[config.mk]
export PLATFORM = sky130hd
export DESIGN_NAME = execute_unit
export DESIGN_NICKNAME = d
export VERILOG_FILES = /design/src/hw/mips_isa_pkg.sv /design/src/hw/alu_pkg.sv /design/src/hw/main_decoder.sv /design/src/hw/alu_control.sv /design/src/hw/alu_slice.sv /design/src/hw/alu_result_unit.sv /design/src/hw/execute_unit.sv
export SDC_FILE = /design/constraint.sdc
export NUM_CORES = 1
export LEC_CHECK = 0
export BUFFER_PORTS_ARGS = -buffer_cell sky130_fd_sc_hd__buf_2
export CORE_MARGIN = 2
export CORE_UTILIZATION = 54
export DETAILED_ROUTE_END_ITERATION = 6
export HOLD_SLACK_MARGIN = 0.1
export PLACE_DENSITY = 0.84
export SYNTH_ARGS = -nofsm -noshare
export SYNTH_HDL_FRONTEND = slang
export SYNTH_SLANG_ARGS = --single-unit
[constraint.sdc]
create_clock -name clk -period 1 [get_ports clk]
set_input_delay 0.2 -clock clk [delete_from_list [all_inputs] [get_ports clk]]
set_output_delay 0.2 -clock clk [all_outputs]
set_load 0.02 [all_outputs]
[src/hw/mips_isa_pkg.sv]
`default_nettype none

package mips_isa_pkg;

	// ==============================
	// instruction fields
	// ==============================
	localparam int OPCODE_MSB = 31;
	localparam int OPCODE_LSB = 26;
	localparam int FUNCT_MSB  = 5;
	localparam int FUNCT_LSB  = 0;
	localparam int IMM_MSB    = 15;
	localparam int IMM_LSB    = 0;

	// ==============================
	// encodings
	// ==============================
	typedef enum logic [5:0] {
		op_r_type = 6'b00_0000,
		op_beq    = 6'b00_0100,
		op_lw     = 6'b10_0011,
		op_sw     = 6'b10_1011
	} opcode_e;

	typedef enum logic [5:0] {
		funct_jr  = 6'b00_1000, // jump register, alu result ignored.
		funct_add = 6'b10_0000,
		funct_sub = 6'b10_0010,
		funct_and = 6'b10_0100,
		funct_or  = 6'b10_0101,
		funct_slt = 6'b10_1010
	} funct_e;

	// class handed from the main decoder to the alu control decoder.
	typedef enum logic [1:0] {
		alu_op_mem     = 2'b00,
		alu_op_beq     = 2'b01,
		alu_op_arith   = 2'b10,
		alu_op_illegal = 2'b11
	} alu_op_e;

endpackage

`default_nettype wire

[src/hw/alu_pkg.sv]
`default_nettype none

package alu_pkg;

	localparam int DATA_WIDTH  = 32;
	localparam int SLICE_WIDTH = 4;
	localparam int NUM_SLICES  = DATA_WIDTH / SLICE_WIDTH;

	// ==============================
	// alu control codes
	// ==============================
	typedef enum logic [3:0] {
		and_op = 4'b0000,
		or_op  = 4'b0001,
		add_op = 4'b0010,
		sub_op = 4'b0110, // b inverted, carry in set.
		slt_op = 4'b0111  // subtract, then keep the sign.
	} alu_ctrl_e;

endpackage

`default_nettype wire

[src/hw/main_decoder.sv]
`timescale 1ns/1ps
`default_nettype none

module main_decoder
	import mips_isa_pkg::*;
(
	input  wire logic [5:0] opcode,
	output alu_op_e         alu_op,
	output logic            imm_select
);

	always_comb begin
		alu_op     = alu_op_illegal;
		imm_select = 1'b0;
		case (opcode)
			op_lw, op_sw: begin
				alu_op     = alu_op_mem; // base plus offset.
				imm_select = 1'b1;
			end
			op_beq: begin
				alu_op     = alu_op_beq; // compare by subtracting.
				imm_select = 1'b0;
			end
			op_r_type: begin
				alu_op     = alu_op_arith;
				imm_select = 1'b0;
			end
			default: begin
				alu_op     = alu_op_illegal;
				imm_select = 1'b0;
			end
		endcase
	end

endmodule

`default_nettype wire

[src/hw/alu_control.sv]
`timescale 1ns/1ps
`default_nettype none

module alu_control
	import mips_isa_pkg::*;
	import alu_pkg::*;
(
	input  wire alu_op_e    alu_op,
	input  wire logic [5:0] funct,
	output alu_ctrl_e       alu_ctrl,
	output logic            err_illegal_funct,
	output logic            err_illegal_op
);

	alu_ctrl_e funct_ctrl;
	logic      funct_unknown;

	// ==============================
	// function field decode
	// ==============================
	always_comb begin
		funct_ctrl    = and_op;
		funct_unknown = 1'b0;
		case (funct)
			funct_add: funct_ctrl = add_op;
			funct_sub: funct_ctrl = sub_op;
			funct_and: funct_ctrl = and_op;
			funct_or:  funct_ctrl = or_op;
			funct_slt: funct_ctrl = slt_op;
			funct_jr:  funct_ctrl = and_op; // alu output unused, and is cheapest.
			default: begin
				funct_ctrl    = and_op;
				funct_unknown = 1'b1;
			end
		endcase
	end

	// ==============================
	// class select
	// ==============================
	always_comb begin
		alu_ctrl          = and_op;
		err_illegal_funct = 1'b0;
		err_illegal_op    = 1'b0;
		case (alu_op)
			alu_op_mem: alu_ctrl = add_op;
			alu_op_beq: alu_ctrl = sub_op;
			alu_op_arith: begin
				alu_ctrl          = funct_ctrl;
				err_illegal_funct = funct_unknown; // i-type immediates never flag.
			end
			default: begin
				alu_ctrl       = and_op;
				err_illegal_op = 1'b1;
			end
		endcase
	end

	always_comb begin
		assert final (!(err_illegal_funct || err_illegal_op) || alu_ctrl == and_op)
			else $error("alu_control: error flag raised with control %0h", alu_ctrl);
		assert final (!(err_illegal_funct && err_illegal_op))
			else $error("alu_control: both error flags high");
	end

endmodule

`default_nettype wire

[src/hw/alu_slice.sv]
`timescale 1ns/1ps
`default_nettype none

module alu_slice
	import alu_pkg::*;
#(
	parameter bit FIRST_SLICE = 1'b0
) (
	input  wire alu_ctrl_e              alu_ctrl,
	input  wire logic [SLICE_WIDTH-1:0] a,
	input  wire logic [SLICE_WIDTH-1:0] b,
	input  wire logic                   carry_in,
	output logic      [SLICE_WIDTH-1:0] result,
	output logic                        carry_out
);

	logic                   sub_mode;
	logic [SLICE_WIDTH-1:0] b_eff;
	logic [SLICE_WIDTH-1:0] g;
	logic [SLICE_WIDTH-1:0] p;
	logic [SLICE_WIDTH-1:0] sum;
	logic [SLICE_WIDTH:0]   c;

	assign sub_mode = (alu_ctrl == sub_op) || (alu_ctrl == slt_op);
	assign b_eff    = sub_mode ? ~b : b;
	assign g        = a & b_eff;
	assign p        = a ^ b_eff;

	// lowest slice supplies the +1 of the two's complement itself.
	assign c[0] = FIRST_SLICE ? sub_mode : carry_in;

	// lookahead carries.
	assign c[1] = g[0] | (p[0] & c[0]);
	assign c[2] = g[1] | (p[1] & g[0]) | (p[1] & p[0] & c[0]);
	assign c[3] = g[2] | (p[2] & g[1]) | (p[2] & p[1] & g[0]) |
		(p[2] & p[1] & p[0] & c[0]);
	assign c[4] = g[3] | (p[3] & g[2]) | (p[3] & p[2] & g[1]) |
		(p[3] & p[2] & p[1] & g[0]) | (p[3] & p[2] & p[1] & p[0] & c[0]);

	assign sum       = p ^ c[SLICE_WIDTH-1:0];
	assign carry_out = c[SLICE_WIDTH];

	always_comb begin
		case (alu_ctrl)
			and_op:  result = a & b;
			or_op:   result = a | b;
			default: result = sum; // add, sub and slt.
		endcase
	end

endmodule

`default_nettype wire

[src/hw/alu_result_unit.sv]
`timescale 1ns/1ps
`default_nettype none

module alu_result_unit
	import alu_pkg::*;
(
	input  wire alu_ctrl_e             alu_ctrl,
	input  wire logic [DATA_WIDTH-1:0] slice_result,
	input  wire logic                  carry_out,
	input  wire logic                  a_sign,
	input  wire logic                  b_sign,
	output logic      [DATA_WIDTH-1:0] result,
	output logic                       zero,
	output logic                       overflow
);

	logic sub_mode;
	logic b_eff_sign;
	logic sum_sign;
	logic ovf_raw;

	assign sub_mode   = (alu_ctrl == sub_op) || (alu_ctrl == slt_op);
	assign b_eff_sign = b_sign ^ sub_mode;
	assign sum_sign   = slice_result[DATA_WIDTH-1];

	// same operand signs but a different sum sign.
	assign ovf_raw = (a_sign == b_eff_sign) && (sum_sign != a_sign);

	// ==============================
	// result and flags
	// ==============================
	always_comb begin
		result   = slice_result;
		overflow = 1'b0;
		case (alu_ctrl)
			add_op, sub_op: overflow = ovf_raw;
			slt_op: begin
				result   = '0;
				result[0] = sum_sign ^ ovf_raw; // true less-than, even on wrap.
			end
			default: ;
		endcase
	end

	assign zero = (result == '0);

	// with equal msbs the carry out of the chain must match them.
	always_comb begin
		if (alu_ctrl == add_op || sub_mode) begin
			assert final (a_sign != b_eff_sign || carry_out == a_sign)
				else $error("alu_result_unit: carry out inconsistent with operand msbs");
		end
	end

endmodule

`default_nettype wire

[src/hw/execute_unit.sv]
`timescale 1ns/1ps
`default_nettype none

module execute_unit
	import mips_isa_pkg::*;
	import alu_pkg::*;
(
	input  wire logic                  clk,
	input  wire logic                  rst_n,
	input  wire logic                  in_valid,
	input  wire logic [31:0]           instr,
	input  wire logic [DATA_WIDTH-1:0] rs_value,
	input  wire logic [DATA_WIDTH-1:0] rt_value,
	output logic                       result_valid,
	output logic      [DATA_WIDTH-1:0] result,
	output logic                       zero,
	output logic                       overflow,
	output logic                       err_illegal_funct,
	output logic                       err_illegal_op
);

	localparam int IMM_WIDTH = IMM_MSB - IMM_LSB + 1;

	alu_op_e               alu_op;
	alu_ctrl_e             alu_ctrl;
	logic                  imm_select;
	logic [DATA_WIDTH-1:0] imm_ext;
	logic [DATA_WIDTH-1:0] operand_b;
	logic [DATA_WIDTH-1:0] slice_result;
	logic [NUM_SLICES:0]   carry;
	logic [DATA_WIDTH-1:0] alu_result;
	logic                  alu_zero;
	logic                  alu_overflow;
	logic                  funct_err;
	logic                  op_err;

	// ==============================
	// decode
	// ==============================
	main_decoder u_main_decoder (
		.opcode     (instr[OPCODE_MSB:OPCODE_LSB]),
		.alu_op     (alu_op),
		.imm_select (imm_select)
	);

	alu_control u_alu_control (
		.alu_op            (alu_op),
		.funct             (instr[FUNCT_MSB:FUNCT_LSB]),
		.alu_ctrl          (alu_ctrl),
		.err_illegal_funct (funct_err),
		.err_illegal_op    (op_err)
	);

	assign imm_ext   = {{(DATA_WIDTH - IMM_WIDTH){instr[IMM_MSB]}}, instr[IMM_MSB:IMM_LSB]};
	assign operand_b = imm_select ? imm_ext : rt_value;

	// ==============================
	// slice chain
	// ==============================
	assign carry[0] = 1'b0; // slice 0 forms its own carry in.

	for (genvar i = 0; i < NUM_SLICES; i++) begin : g_slice
		alu_slice #(
			.FIRST_SLICE (i == 0)
		) u_alu_slice (
			.alu_ctrl  (alu_ctrl),
			.a         (rs_value[i*SLICE_WIDTH +: SLICE_WIDTH]),
			.b         (operand_b[i*SLICE_WIDTH +: SLICE_WIDTH]),
			.carry_in  (carry[i]),
			.result    (slice_result[i*SLICE_WIDTH +: SLICE_WIDTH]),
			.carry_out (carry[i+1])
		);
	end

	alu_result_unit u_alu_result_unit (
		.alu_ctrl     (alu_ctrl),
		.slice_result (slice_result),
		.carry_out    (carry[NUM_SLICES]),
		.a_sign       (rs_value[DATA_WIDTH-1]),
		.b_sign       (operand_b[DATA_WIDTH-1]),
		.result       (alu_result),
		.zero         (alu_zero),
		.overflow     (alu_overflow)
	);

	// ==============================
	// output register
	// ==============================
	always_ff @(posedge clk or negedge rst_n) begin
		if (!rst_n) begin
			result_valid      <= 1'b0;
			result            <= '0;
			zero              <= 1'b0;
			overflow          <= 1'b0;
			err_illegal_funct <= 1'b0;
			err_illegal_op    <= 1'b0;
		end else begin
			result_valid <= in_valid;
			if (in_valid) begin
				result            <= alu_result;
				zero              <= alu_zero;
				overflow          <= alu_overflow;
				err_illegal_funct <= funct_err;
				err_illegal_op    <= op_err;
			end
		end
	end

	a_valid_latency: assert property (
		@(posedge clk) disable iff (!rst_n)
		1'b1 |=> (result_valid == $past(in_valid))
	) else $error("execute_unit: result_valid does not follow in_valid by one cycle");

endmodule

`default_nettype wire

==> metrics.md, run 1 <==
| Metric | Value |
|---|---|
| Run status | stopped before the end |
| Stage at which the flow ended | global routing (5_1_grt) |
| Run-stopping error | [ERROR DPL-0038] Utilization greater than 100%, impossible to legalize |
| Die W | 97.98 um |
| Sequential element share of the synthesized area | 19.41% |
| Number of enable-type register cells in the synthesized netlist | 0 |
| Pin count of the biggest net entering global routing | 38 |
| Number of H-tree branching levels | 2 |
| Cell chosen for the clock root | clkbuf_8 |
| Post-placement cell area | 7252 um^2 |
| GPL Wtd Cong | 1.058 |
| Top-level I/O count | 136 |
| Final HPWL DP | 16.62 mm |
| Starting utilization of the core area | 55.23% |
| Top flip-flop cell by instance count after synthesis | dfrtp_1 |
| Die Height | 97.98 um |
| Number of buffers between clock root and the deepest sink | 2 |
| Number of rows created at floorplan | 34 |
| Type of pin the worst path ends at | sequential cell input |
| Post-Syn Instances | 594 |
| CTS Buf Count | 5 |
| Async SR Flop Fraction | 100.0% |
| Worst setup endpoint GRT | zero$_DFFE_PN0P_/D |
| Number of clock sinks seen by CTS | 37 |
| Synth Register Bits | 37 |
| Post-synthesis cell area | 4770 um^2 |
| Number of warnings printed during yosys synthesis | 0 |
| Port Buffer Count | 125 |
| Synth unique cells | 70 |
| Post-Place Cells | 1023 |
| Number of nets in the synthesized netlist | 731 |
| Syn avg cell area | 8.030 um^2 |
## stage by stage
| stage | setup WS (ns) | util [%] | setup TNS, ns |
|---|---|---|---|
| floorplan | -3.583 | - | -86.03 |
| CTS | -3.624 | 94.86 | -90.53 |
| global placement | -3.771 | 83.98 | -100.83 |
| detailed placement | -4.121 | 83.98 | -107.97 |
## synthesized netlist by cell type, types with 7 or more instances
master / count / area (um^2)
a211oi_1: 9 / 67.56
a21boi_0: 9 / 67.56
a21o_1: 14 / 105.1
a21oi_1: 56 / 280.3
a31oi_1: 9 / 56.30
and3_1: 7 / 43.79
clkbuf_1: 20 / 75.07
dfrtp_1: 37 / 925.9
fa_1: 7 / 140.1
ha_1: 31 / 387.9
inv_1: 33 / 123.9
maj3_1: 18 / 180.2
mux2_2: 12 / 135.1
mux2i_1: 13 / 130.1
nand2_1: 43 / 161.4
nand3_1: 16 / 80.08
nand4_1: 7 / 43.79
nor2_1: 36 / 135.1
nor3_1: 11 / 55.05
o21ai_0: 40 / 200.2
o2bb2ai_1: 7 / 61.31
o31ai_1: 7 / 52.55
xnor2_1: 17 / 148.9
xor2_1: 32 / 280.3
## what timing repair did
item                                   in CTS
endpoints found under the hold margin      37
gates resized for setup                   142
buffers inserted                           37
setup endpoints to repair                  73
cloned                                      2
hold buffers                                1
pin swaps                                  20
## cell families after synthesis
family	Yosys count	synth area share, %
AO/OA/AOI/OAI	199	27.73
XOR/XNOR	49	8.998
adder cells (fa/ha/maj)	56	14.85
buffers and inverters	61	5.273
flip-flops	37	19.41
multiplexers	25	5.561
AND/OR/NAND/NOR	167	18.18
==> inputs of run 2 (changes only) <==
Settings changed: CORE_UTILIZATION 54 to 40, HOLD_SLACK_MARGIN 0.1 to not set, PLACE_DENSITY 0.84 to not set, PLACE_DENSITY_LB_ADDON set to 0.15.
==> metrics.md, run 2 <==
| Metric | Value |
|---|---|
| Actual slew at the worst max-slew pin | 0.5966 ns |
| WHS Endpoint | result_valid |
| Number of rows created at floorplan | 39 (+15%) |
| Die W | 113.2 um (+16%) |
| Failing checks | DRC, setup timing |
| Setup TNS | -92.82 ns |
| Period utilization | 456.0% |
| Largest stage delay on the critical path | 0.55 ns |
| Most flop-heavy register | result |
| Critical Path Fanout Max | 5 |
| Min-Delay Path Class | in -> reg |
| Leakage component of the power | 4.371 nW |
| Post-placement cell area | 7376 um^2 (+1.7%) |
| Startpoint Class | input port |
| Most used standard cell by instance count after synthesis | a21oi_1 |
| Run status | finished with violations |
| Vias after detailed routing | 6458 |
| Worst path cell trace | buf_6 -> or4_4 -> nor2_4 -> buf_12 -> nand2_8 -> xor2_1 -> ha_1 -> nand4_1 -> or4_4 -> a211oi_4 -> nand2b_1 -> nor2_1 -> nor3_1 -> nor2_1 -> fa_2 -> xor2_2 -> a21oi_1 -> o41a_1 -> nor4_2 -> nand3_1 -> nor4_2 -> nand4_1 -> o21ai_1 |
| Port Buffer Count | 125 (unchanged) |
| Pin count of the biggest net entering global routing | 38 |
| Insertion delay to the later sink of the worst-skew pair | 0.28 ns |
| Flop2flop setup slack | 0.04 ns |
| CTS Buf Count | 5 (unchanged) |
| Total non-filler cell area in the finished layout | 9097 um^2 |
| Number of buffers between clock root and the deepest sink | 2 (unchanged) |
| Peak VDD IR | 0.6542 mV |
| Core region area | 11520 um^2 |
| Layout overhead on the synthesized area | 90.74% |
| Setup ws final | -3.560 ns |
| Antenna violations before repair | 0 |
| Post-Syn Instances | 594 (unchanged) |
| Antenna diodes | 0 |
| Number of global-route vias before repair | 6530 |
| Synth Register Bits | 37 (unchanged) |
| Number of H-tree branching levels | 2 (unchanged) |
| Largest register FFs | 32 |
| Destination of the worst register-to-register timing path | result[11] |
| Detail-routed net length per standard cell | 19.16 um |
| Number of max-capacitance violations reported | 0 |
| Leading cell type in the layout, fill and taps excluded | buf_4 |
| GPL Wtd Cong | 0.9096 (-14%) |
| Worst Path Buf+Inv | 2 |
| First DRT Iteration DRCs | 523 |
| Signal arrival time at the worst endpoint | 4.77 ns |
| Async SR Flop Fraction | 100.0% (unchanged) |
| Fillcell total | 767 |
| Number of clock sinks seen by CTS | 37 (unchanged) |
| GRT Overall Usage | 31.59% |
| Number of cells traversed by the worst hold path | 2 |
| Top flip-flop cell by instance count after synthesis | dfrtp_1 |
| Final routed wirelength across all metal layers | 21.88 mm |
| Clk slew on worst S/H paths | 0.06 ns |
| Final HPWL DP | 15.11 mm (-9.1%) |
| Starting utilization of the core area | 41.42% (-14 points) |
| Overall power consumption | 8.011 mW |
| Area of the die | 12810 um^2 |
| Sequential element share of the synthesized area | 19.41% (unchanged) |
| Number of setup violations in the final report | 71 |
| WHS | 0.3307 ns |
| Top delay family on crit path | simple AND/OR/NAND/NOR gates |
| Worst reg2reg path depth | 4 |
| Hold Startpoint | in_valid |
| Cell chosen for the clock root | clkbuf_16 |
| First-pass detailed-route iteration total | 7 |
| Share of the synthesized area in the top cell type | 19.41% (unchanged) |
| Number of warnings printed during yosys synthesis | 0 (unchanged) |
| RSZ-0062 raised after global routing | true |
| Share of cells above drive strength 1 | 56.36% |
| Syn avg cell area | 8.030 um^2 (unchanged) |
| Number of enable-type register cells in the synthesized netlist | 0 (unchanged) |
| Die Height | 113.2 um (+16%) |
| Commonest cells after routing, fill and taps aside | 266 x buf_4, 87 x buf_2, 66 x buf_6, 44 x a21oi_1, 42 x nand2_1 |
| Worst-path cell with the longest stage delay | or4_4 |
| Final ANT Viol Nets | 0 |
| Largest area contributor in the synthesized netlist | dfrtp_1 |
| Peak clock frequency supported by timing | 0.2193 GHz |
| Min Clock Period, post-route | 4.560 ns |
| Post-synthesis cell area | 4770 um^2 (unchanged) |
| Routed via count divided by cell count | 5.655 |
| Final hold violation count | 0 |
| Kind of end point of the critical path | flop |
| Setup skew after layout | 0 ns |
| Synth unique cells | 70 (unchanged) |
| Top-level I/O count | 136 (unchanged) |
| Nets | 1137 |
| Most frequent cells after synthesis | 56 x a21oi_1, 43 x nand2_1, 40 x o21ai_0 |
| Headroom to the max-slew limit | 59.89% |
| Power per Cell Area | 880.6 nW/um^2 |
| Pins over their slew limit | 0 |
| Remaining Overflow, GRT | 0 |
| Data required, critical path | 1.21 ns |
| DRC violations left | 12 |
| Kind of critical path | in -> reg |
| CTS tree | yes |
| Area contributors post-synth | dfrtp_1 19%, ha_1 8.1%, a21oi_1 5.9% |
| Number of nets in the synthesized netlist | 731 (unchanged) |
| Global-route wire length before repair | 32.20 mm |
| Worst r2r src | result[11] |
==> run 2: cell counts after synthesis <==
Identical to the previous run, type by type.
==> run 2: metrics by stage <==
stage | setup WS (ns) | instances | utilization [%]
detailed placement | -4.000 | 1072 | 64.05
CTS | -3.511 | 1122 | 74.28
finish | -3.560 | 1142 | 79.00
floorplan | -3.583 | 594 | -
global route | -3.724 | 1142 | 79.00
global placement | -3.878 | 1072 | 64.05
==> run 2: how the worst max path moves through the flow <==
stage                         start    to  cells after the start
final                     instr[26]  zero                     23
after global routing      instr[31]  zero                     24
after CTS                 instr[26]  zero                     21
after detailed placement  instr[26]  zero                     21
after global placement    instr[26]  zero                     21
after floorplan           instr[26]  zero                     23
==> run 2: routing by layer <==
metal,GRT usage (%),vias to the layer above,share of wire [%]
met2,54.09,312,48
met4,11.22,0,3.2
li1,-,3007,-
met5,0,-,0
met3,3.482,64,7.2
met1,41.29,3075,42
==> run 2: power by group <==
group / total (mW) / switching (mW) / leakage [nW] / internal (mW)
clock: 1.48 / 0.589 / 0.0655 / 0.890
combinational: 4.76 / 2.23 / 3.83 / 2.53
sequential: 1.77 / 0.127 / 0.472 / 1.65
total: 8.01 / 2.95 / 4.37 / 5.06
==> run 2: layout make-up <==
class                      instances  area, um^2  area share, %
multi-input combinational        498        4453          48.95
timing repair buffer             425        3286          36.12
sequential                        37       925.9          10.18
tap                              143       178.9          1.967
clock buffer                       5       125.1          1.375
inverter                          33       123.9          1.362
clock inverter                     1       5.005        0.05501
==> run 2: cells by family after synthesis <==
logic type / after synthesis / synth area share (%)
simple gates: 167 / 18.18
buf+inv: 61 / 5.273
mux: 25 / 5.561
compound gates: 199 / 27.73
fa+ha+maj: 56 / 14.85
xor+xnor: 49 / 8.998
flops: 37 / 19.41
==> run 2: repair_timing <==
| item | CTS | global route |
|---|---|---|
| setup endpoints to repair | 72 | 73 |
| gates cloned | 2 | 0 |
| resized for setup | 181 | 67 |
| setup buffers | 57 | 32 |
| endpoints found under the hold margin | 37 | 0 |
| hold buffers | 1 | 0 |
| pin swaps | 63 | 54 |
No activity file was read; power rests on OpenSTA's default activity.
==> inputs of run 3 (changes only) <==
Settings changed: CELL_PAD_IN_SITES_DETAIL_PLACEMENT set to 1, CELL_PAD_IN_SITES_GLOBAL_PLACEMENT set to 2, CORE_UTILIZATION 40 to 30.
==> metrics.md, run 3 (synthesized netlist as in run 2, its figures left out) <==
| Metric | Value |
|---|---|
| Number of setup violations in the final report | 73 (+2.8%) |
| Top routing layer in use | met4 |
| Run status | finished with violations |
| Peak clock frequency supported by timing | 0.2061 GHz (-6.0%) |
| Setup TNS | -100.22 ns (-7.400 ns) |
| GRT Overall Usage | 30.16% (-1.4 points) |
| Total non-filler cell area in the finished layout | 9564 um^2 (+5.1%) |
| Headroom to the max-slew limit | 59.12% (-0.77 points) |
| CTS tree | yes |
| CTS Buf Count | 5 (unchanged) |
| Final hold violation count | 0 (unchanged) |
| Number of rows created at floorplan | 46 (+18%) |
| Leakage component of the power | 4.544 nW (+4.0%) |
| Nets | 1162 (+2.2%) |
| Die W | 130.1 um (+15%) |
| Setup skew after layout | 0 ns (unchanged) |
| Antenna violations before repair | 0 (unchanged) |
| Pin count of the biggest net entering global routing | 38 (unchanged) |
| Startpoint Class | input port |
| Final design utilization | 60.87% (-18 points) |
| Number of global-route vias before repair | 7301 (+12%) |
| Insertion delay to the later sink of the worst-skew pair | 0.29 ns (about the same) |
| Actual slew at the worst max-slew pin | 0.6096 ns (+0.01302 ns) |
| Number of clock sinks seen by CTS | 37 (unchanged) |
| First-pass detailed-route iteration total | 5 (-2) |
| Leading cell type in the layout, fill and taps excluded | buf_4 |
| Failing checks | setup timing |
| Overall power consumption | 9.002 mW (+12%) |
| Final ANT Viol Nets | 0 (unchanged) |
| WHS | 0.4087 ns (+0.07805 ns) |
| Routed via count divided by cell count | 5.527 (-2.3%) |
| GPL Wtd Cong | 0.9137 (+0.45%) |
| Commonest cells after routing, fill and taps aside | 299 x buf_4, 86 x buf_2, 56 x buf_6, 39 x nand2_1, 37 x dfrtp_1 |
| Post-placement worst setup slack | -4.097 ns (-0.09687 ns) |
| Area of the die | 16920 um^2 (+32%) |
| Number of buffers between clock root and the deepest sink | 2 (unchanged) |
| Period utilization | 485.2% (+29 points) |
| Clk slew on worst S/H paths | 0.06 ns (about the same) |
| Fillcell total | 1808 (+140%) |
| Core region area | 15710 um^2 (+36%) |
| Die Height | 130.1 um (+15%) |
| Number of max-capacitance violations reported | 0 (unchanged) |
| Met2 wirelength from detailed routing | 14.66 mm (+40%) |
| Final HPWL DP | 18.65 mm (+23%) |
| Power per Cell Area | 941.3 nW/um^2 (+6.9%) |
| Cell chosen for the clock root | clkbuf_16 |
| Met3 wirelength from detailed routing | 1.472 mm (-6.5%) |
| Setup ws final | -3.852 ns (-0.2912 ns) |
| Pins over their slew limit | 0 (unchanged) |
| Starting utilization of the core area | 30.36% (-11 points) |
| Signal arrival time at the worst endpoint | 5.05 ns (+0.28 ns) |
| Kind of end point of the critical path | flop |
| Final routed wirelength across all metal layers | 28.72 mm (+31%) |
| Data required, critical path | 1.20 ns (about the same) |
| First DRT Iteration DRCs | 379 (-28%) |
| Number of H-tree branching levels | 2 (unchanged) |
| Min Clock Period, post-route | 4.852 ns (+0.2912 ns) |
| Vias after detailed routing | 6864 (+6.3%) |
| Largest register FFs | 32 (unchanged) |
| Share of cells above drive strength 1 | 59.36% (+3.0 points) |
| Min-Delay Path Class | in -> reg |
| Layout overhead on the synthesized area | 100.5% |
| Post-Layout Cell Count | 1242 (+8.8%) |
| Post-placement cell area | 7540 um^2 (+2.2%) |
| Remaining Overflow, GRT | 0 (unchanged) |
| Most flop-heavy register | result |
| DRC violations left | 0 (-12) |
| Port Buffer Count | 125 (unchanged) |
| Kind of critical path | in -> reg |
| Global-route wire length before repair | 39.11 mm (+21%) |
| Critical Path Fanout Max | 8 (+3) |
| Wire length on met1 | 11.47 mm (+26%) |
| Top-level I/O count | 136 (unchanged) |
| Peak VDD IR | 1.309 mV (+100%) |
| Antenna diodes | 0 (unchanged) |
| Post-Place Cells | 1153 (+7.6%) |
| Detail-routed net length per standard cell | 23.12 um (+21%) |
| RSZ-0062 raised after global routing | true |
==> run 3: routing by layer <==
layer / vias to the layer above / global-route usage, %
met4: 0 / 10.25
met3: 84 / 4.100
li1: 3059 / -
met1: 3446 / 36.04
met2: 275 / 55.40
met5: - / 0
==> run 3: report_power, final <==
group	switching [mW]	internal, mW
clock network	0.685	1.25
registers	0.151	1.65
logic	2.56	2.71
total	3.40	5.61
==> run 3: what timing repair did <==
action	CTS	global route
hold buffers	1	0
endpoints found under the hold margin	37	0
endpoints found under the setup margin	73	73
gates resized for setup	200	70
buffers inserted	59	39
gates cloned	2	1
pin swaps	51	57
==> run 3: final cells by class <==
cell class              instances  area [um^2]  area share (%)
flip-flops and latches         37        925.9           9.681
repair buffers                450         3481           36.39
well taps                     216        270.3           2.826
inverters                      33        123.9           1.295
multi-input cells             498         4587           47.96
clock inverters                 2        37.54          0.3925
clock buffers                   6        138.9           1.452
==> run 3: worst max-delay path, stage by stage <==
cell and delay [ns]:
buf_6 0.09, or4_4 0.57, nor2_4 0.15, buf_12 0.16, nand2_8 0.10, xor2_1 0.36, ha_1 0.24, nand2_1 0.10
or4_4 0.54, a211oi_4 0.26, nand2b_4 0.20, nor2_4 0.04, nor3_2 0.15, nor2_1 0.10, fa_2 0.36, xor2_2 0.18
nand3_2 0.11, o2111ai_1 0.12, o2111ai_1 0.14, nor4_1 0.24, nand3_1 0.13, nor4_2 0.18, nand4_1 0.14, o21ai_1 0.19
==> run 3: final timing paths <==
| check | start | to | slack [ns] | depth (start not counted) |
|---|---|---|---|---|
| worst max-delay path | instr[26] | zero | -3.85 | 24 |
| worst min-delay path | in_valid | result[31] | 0.41 | 3 |
| worst max register to register | result[6] | result[6] | 0.04 | 2 |
| worst min register to register | result[18] | result[18] | 0.57 | 1 |
| max in group asynchronous | rst_n | result[31] | 0.36 | 3 |
| min in group asynchronous | rst_n | result[14] | 0.45 | 3 |
==> inputs of run 4 (changes only) <==
==> constraint.sdc (replaced) <==
create_clock -name clk -period 1 [get_ports clk]
set_input_delay 0.1 -clock clk [delete_from_list [all_inputs] [get_ports clk]]
set_output_delay 0.1 -clock clk [all_outputs]
set_load 0.02 [all_outputs]
==> metrics.md, run 4 (synthesized netlist as in run 2, its figures left out) <==
| Metric | Value |
|---|---|
| Setup TNS | -94.53 ns (+5.688 ns) |
| Clk slew on worst S/H paths | 0.06 ns (about the same) |
| Signal arrival time at the worst endpoint | 4.71 ns (-0.34 ns) |
| Leakage component of the power | 4.329 nW (-4.7%) |
| First DRT Iteration DRCs | 262 (-31%) |
| WHS Endpoint | result[31] |
| Pin count of the biggest net entering global routing | 38 (unchanged) |
| Worst reg2reg path depth | 1 (-1) |
| Peak VDD IR | 0.8151 mV (-38%) |
| Power per Cell Area | 869.2 nW/um^2 (-7.7%) |
| Port Buffer Count | 125 (unchanged) |
| Leading cell type in the layout, fill and taps excluded | buf_4 |
| Critical Path Fanout Max | 5 (-3) |
| Area of the die | 16920 um^2 (unchanged) |
| Data required, critical path | 1.21 ns (about the same) |
| Actual slew at the worst max-slew pin | 0.5283 ns (-0.08132 ns) |
| Number of buffers between clock root and the deepest sink | 2 (unchanged) |
| Layout overhead on the synthesized area | 91.42% |
| Insertion delay to the later sink of the worst-skew pair | 0.28 ns (about the same) |
| Antenna violations before repair | 0 (unchanged) |
| Startpoint Class | input port |
| Worst r2r src | result[10] |
| Nets | 1123 (-3.4%) |
| Vias after detailed routing | 6416 (-6.5%) |
| GPL Wtd Cong | 0.9091 (-0.50%) |
| Kind of end point of the critical path | flop |
| Global-route wire length before repair | 36.76 mm (-6.0%) |
| Final hold violation count | 0 (unchanged) |
| Cell chosen for the clock root | clkbuf_16 |
| Number of max-capacitance violations reported | 0 (unchanged) |
| Core region area | 15710 um^2 (unchanged) |
| Number of global-route vias before repair | 6801 (-6.8%) |
| Setup ws final | -3.501 ns (+0.3509 ns) |
| DRC violations left | 0 (unchanged) |
| Failing checks | setup timing |
| Post-Layout Cell Count | 1203 (-3.1%) |
| Routed via count divided by cell count | 5.333 (-3.5%) |
| Number of H-tree branching levels | 2 (unchanged) |
| Die W | 130.1 um (unchanged) |
| Number of cells traversed by the worst hold path | 3 (unchanged) |
| Min Clock Period, post-route | 4.501 ns (-0.3509 ns) |
| Final ANT Viol Nets | 0 (unchanged) |
| Number of clock sinks seen by CTS | 37 (unchanged) |
| Number of setup violations in the final report | 36 (-51%) |
| CTS tree | yes |
| RSZ-0062 raised after global routing | true |
| Hold Startpoint | in_valid |
| GRT Overall Usage | 28.22% (-1.9 points) |
| Setup skew after layout | 0 ns (unchanged) |
| Most flop-heavy register | result |
| Headroom to the max-slew limit | 64.32% (+5.2 points) |
| Remaining Overflow, GRT | 0 (unchanged) |
| Flop2flop setup slack | 0.18 ns (+0.14 ns) |
| Die Height | 130.1 um (unchanged) |
| Sequential Area | 925.9 um^2 (unchanged) |
| Largest register FFs | 32 (unchanged) |
| Commonest cells after routing, fill and taps aside | 246 x buf_4, 123 x buf_2, 39 x a21oi_1, 37 x dfrtp_1, 34 x nand2_1 |
| Run status | finished with violations |
| Detail-routed net length per standard cell | 20.98 um (-9.3%) |
| Destination of the worst register-to-register timing path | result[10] |
| Min-Delay Path Class | in -> reg |
| Multi-input logic area | 4637 um^2 (+1.1%) |
| Pins over their slew limit | 0 (unchanged) |
| Post-Place Cells | 1154 (+0.087%) |
| Share of cells above drive strength 1 | 59.27% (-0.086 points) |
| Period utilization | 450.1% (-35 points) |
| Starting utilization of the core area | 30.36% (unchanged) |
| CTS Buf Count | 5 (unchanged) |
| Number of rows created at floorplan | 46 (unchanged) |
| Final routed wirelength across all metal layers | 25.24 mm (-12%) |
| Top-level I/O count | 136 (unchanged) |
| Antenna diodes | 0 (unchanged) |
| Peak clock frequency supported by timing | 0.2222 GHz (+7.8%) |
| Fillcell total | 1836 (+1.5%) |
| Final HPWL DP | 18.37 mm (-1.5%) |
| Kind of critical path | in -> reg |
| First-pass detailed-route iteration total | 4 (-1) |
[run 4: cell count changes in the layout (fill, tap and decap cells not counted), sizes merged]
cell	delta
buf	-40
bufinv	-1
clkinv	+2
[run 4: area by class of cell]
| type | count | area share, % |
|---|---|---|
| inverters | 33 | 1.357 |
| flip-flops and latches | 37 | 10.14 |
| well taps | 216 | 2.960 |
| clock inverters | 3 | 0.1919 |
| multi-input cells | 498 | 50.79 |
| repair buffers | 411 | 33.19 |
| clock buffers | 5 | 1.370 |
[run 4: through the flow]
| stage | area, um^2 | worst slack, ns | util, % | total power [mW] | hold WS [ns] |
|---|---|---|---|---|---|
| 3_5_place_dp | 7547 | -3.969 | 48.03 | 5.447 | 0.08183 |
| 6_report | 9130 | -3.501 | 58.11 | 7.936 | 0.2332 |
| 4_1_cts | 8568 | -3.407 | 54.53 | 7.530 | 0.2339 |
| 2_1_floorplan | 4887 | -3.483 | - | 3.512 | -0.1956 |
| 5_1_grt | 9130 | -3.737 | 58.11 | 8.347 | 0.2623 |
| 3_3_place_gp | 7547 | -3.759 | 48.03 | 5.276 | 0.07738 |
[run 4: report_power, final]
part           leakage (nW)  internal (mW)  switching (mW)  total, mW
Sequential            0.472           1.65           0.107       1.75
Clock                0.0696          0.913           0.598       1.51
Combinational          3.79           2.32            2.35       4.67
Total                  4.33           4.88            3.06       7.94
[run 4: per-layer routing]
metal	vias to the layer above	global-route usage (%)	wire (um)
met3	41	2.460	1169
met5	-	0	0
met2	169	50.45	12770
li1	2982	-	-
met1	3224	36.06	10640
met4	0	8.729	661
[run 4: critical path, cell delays in order]
cell      delay [ns]
buf_6           0.09
or4_4           0.55
nor2_4          0.12
buf_12          0.15
nand2_8         0.10
xnor2_1         0.18
ha_1            0.36
nand2_1         0.10
or4_4           0.55
a211oi_4        0.24
nand2b_4        0.19
nor2_4          0.04
buf_4           0.13
buf_4           0.13
fa_2            0.37
xor2_2          0.16
nor2_2          0.05
o41a_1          0.38
nor4_2          0.15
nand3_1         0.12
nor4_2          0.17
nand4_1         0.13
o21ai_1         0.13
[run 4: worst max-delay path by stage]
stage / from / end / slack, ns
6_report: instr[26] / zero / -3.50
5_1_grt: instr[26] / zero / -3.74
4_1_cts: instr[26] / zero / -3.41
3_5_place_dp: instr[26] / zero / -3.97
3_3_place_gp: instr[26] / zero / -3.76
2_1_floorplan: instr[26] / zero / -3.48
[run 4: timing repair]
item / in CTS / in global routing
pin swaps: 62 / 37
cloned: 2 / 2
resized for setup: 148 / 88
endpoints found under the setup margin: 36 / 37
endpoints found under the hold margin: 37 / 0
setup buffers: 36 / 24
hold buffers: 1 / 0
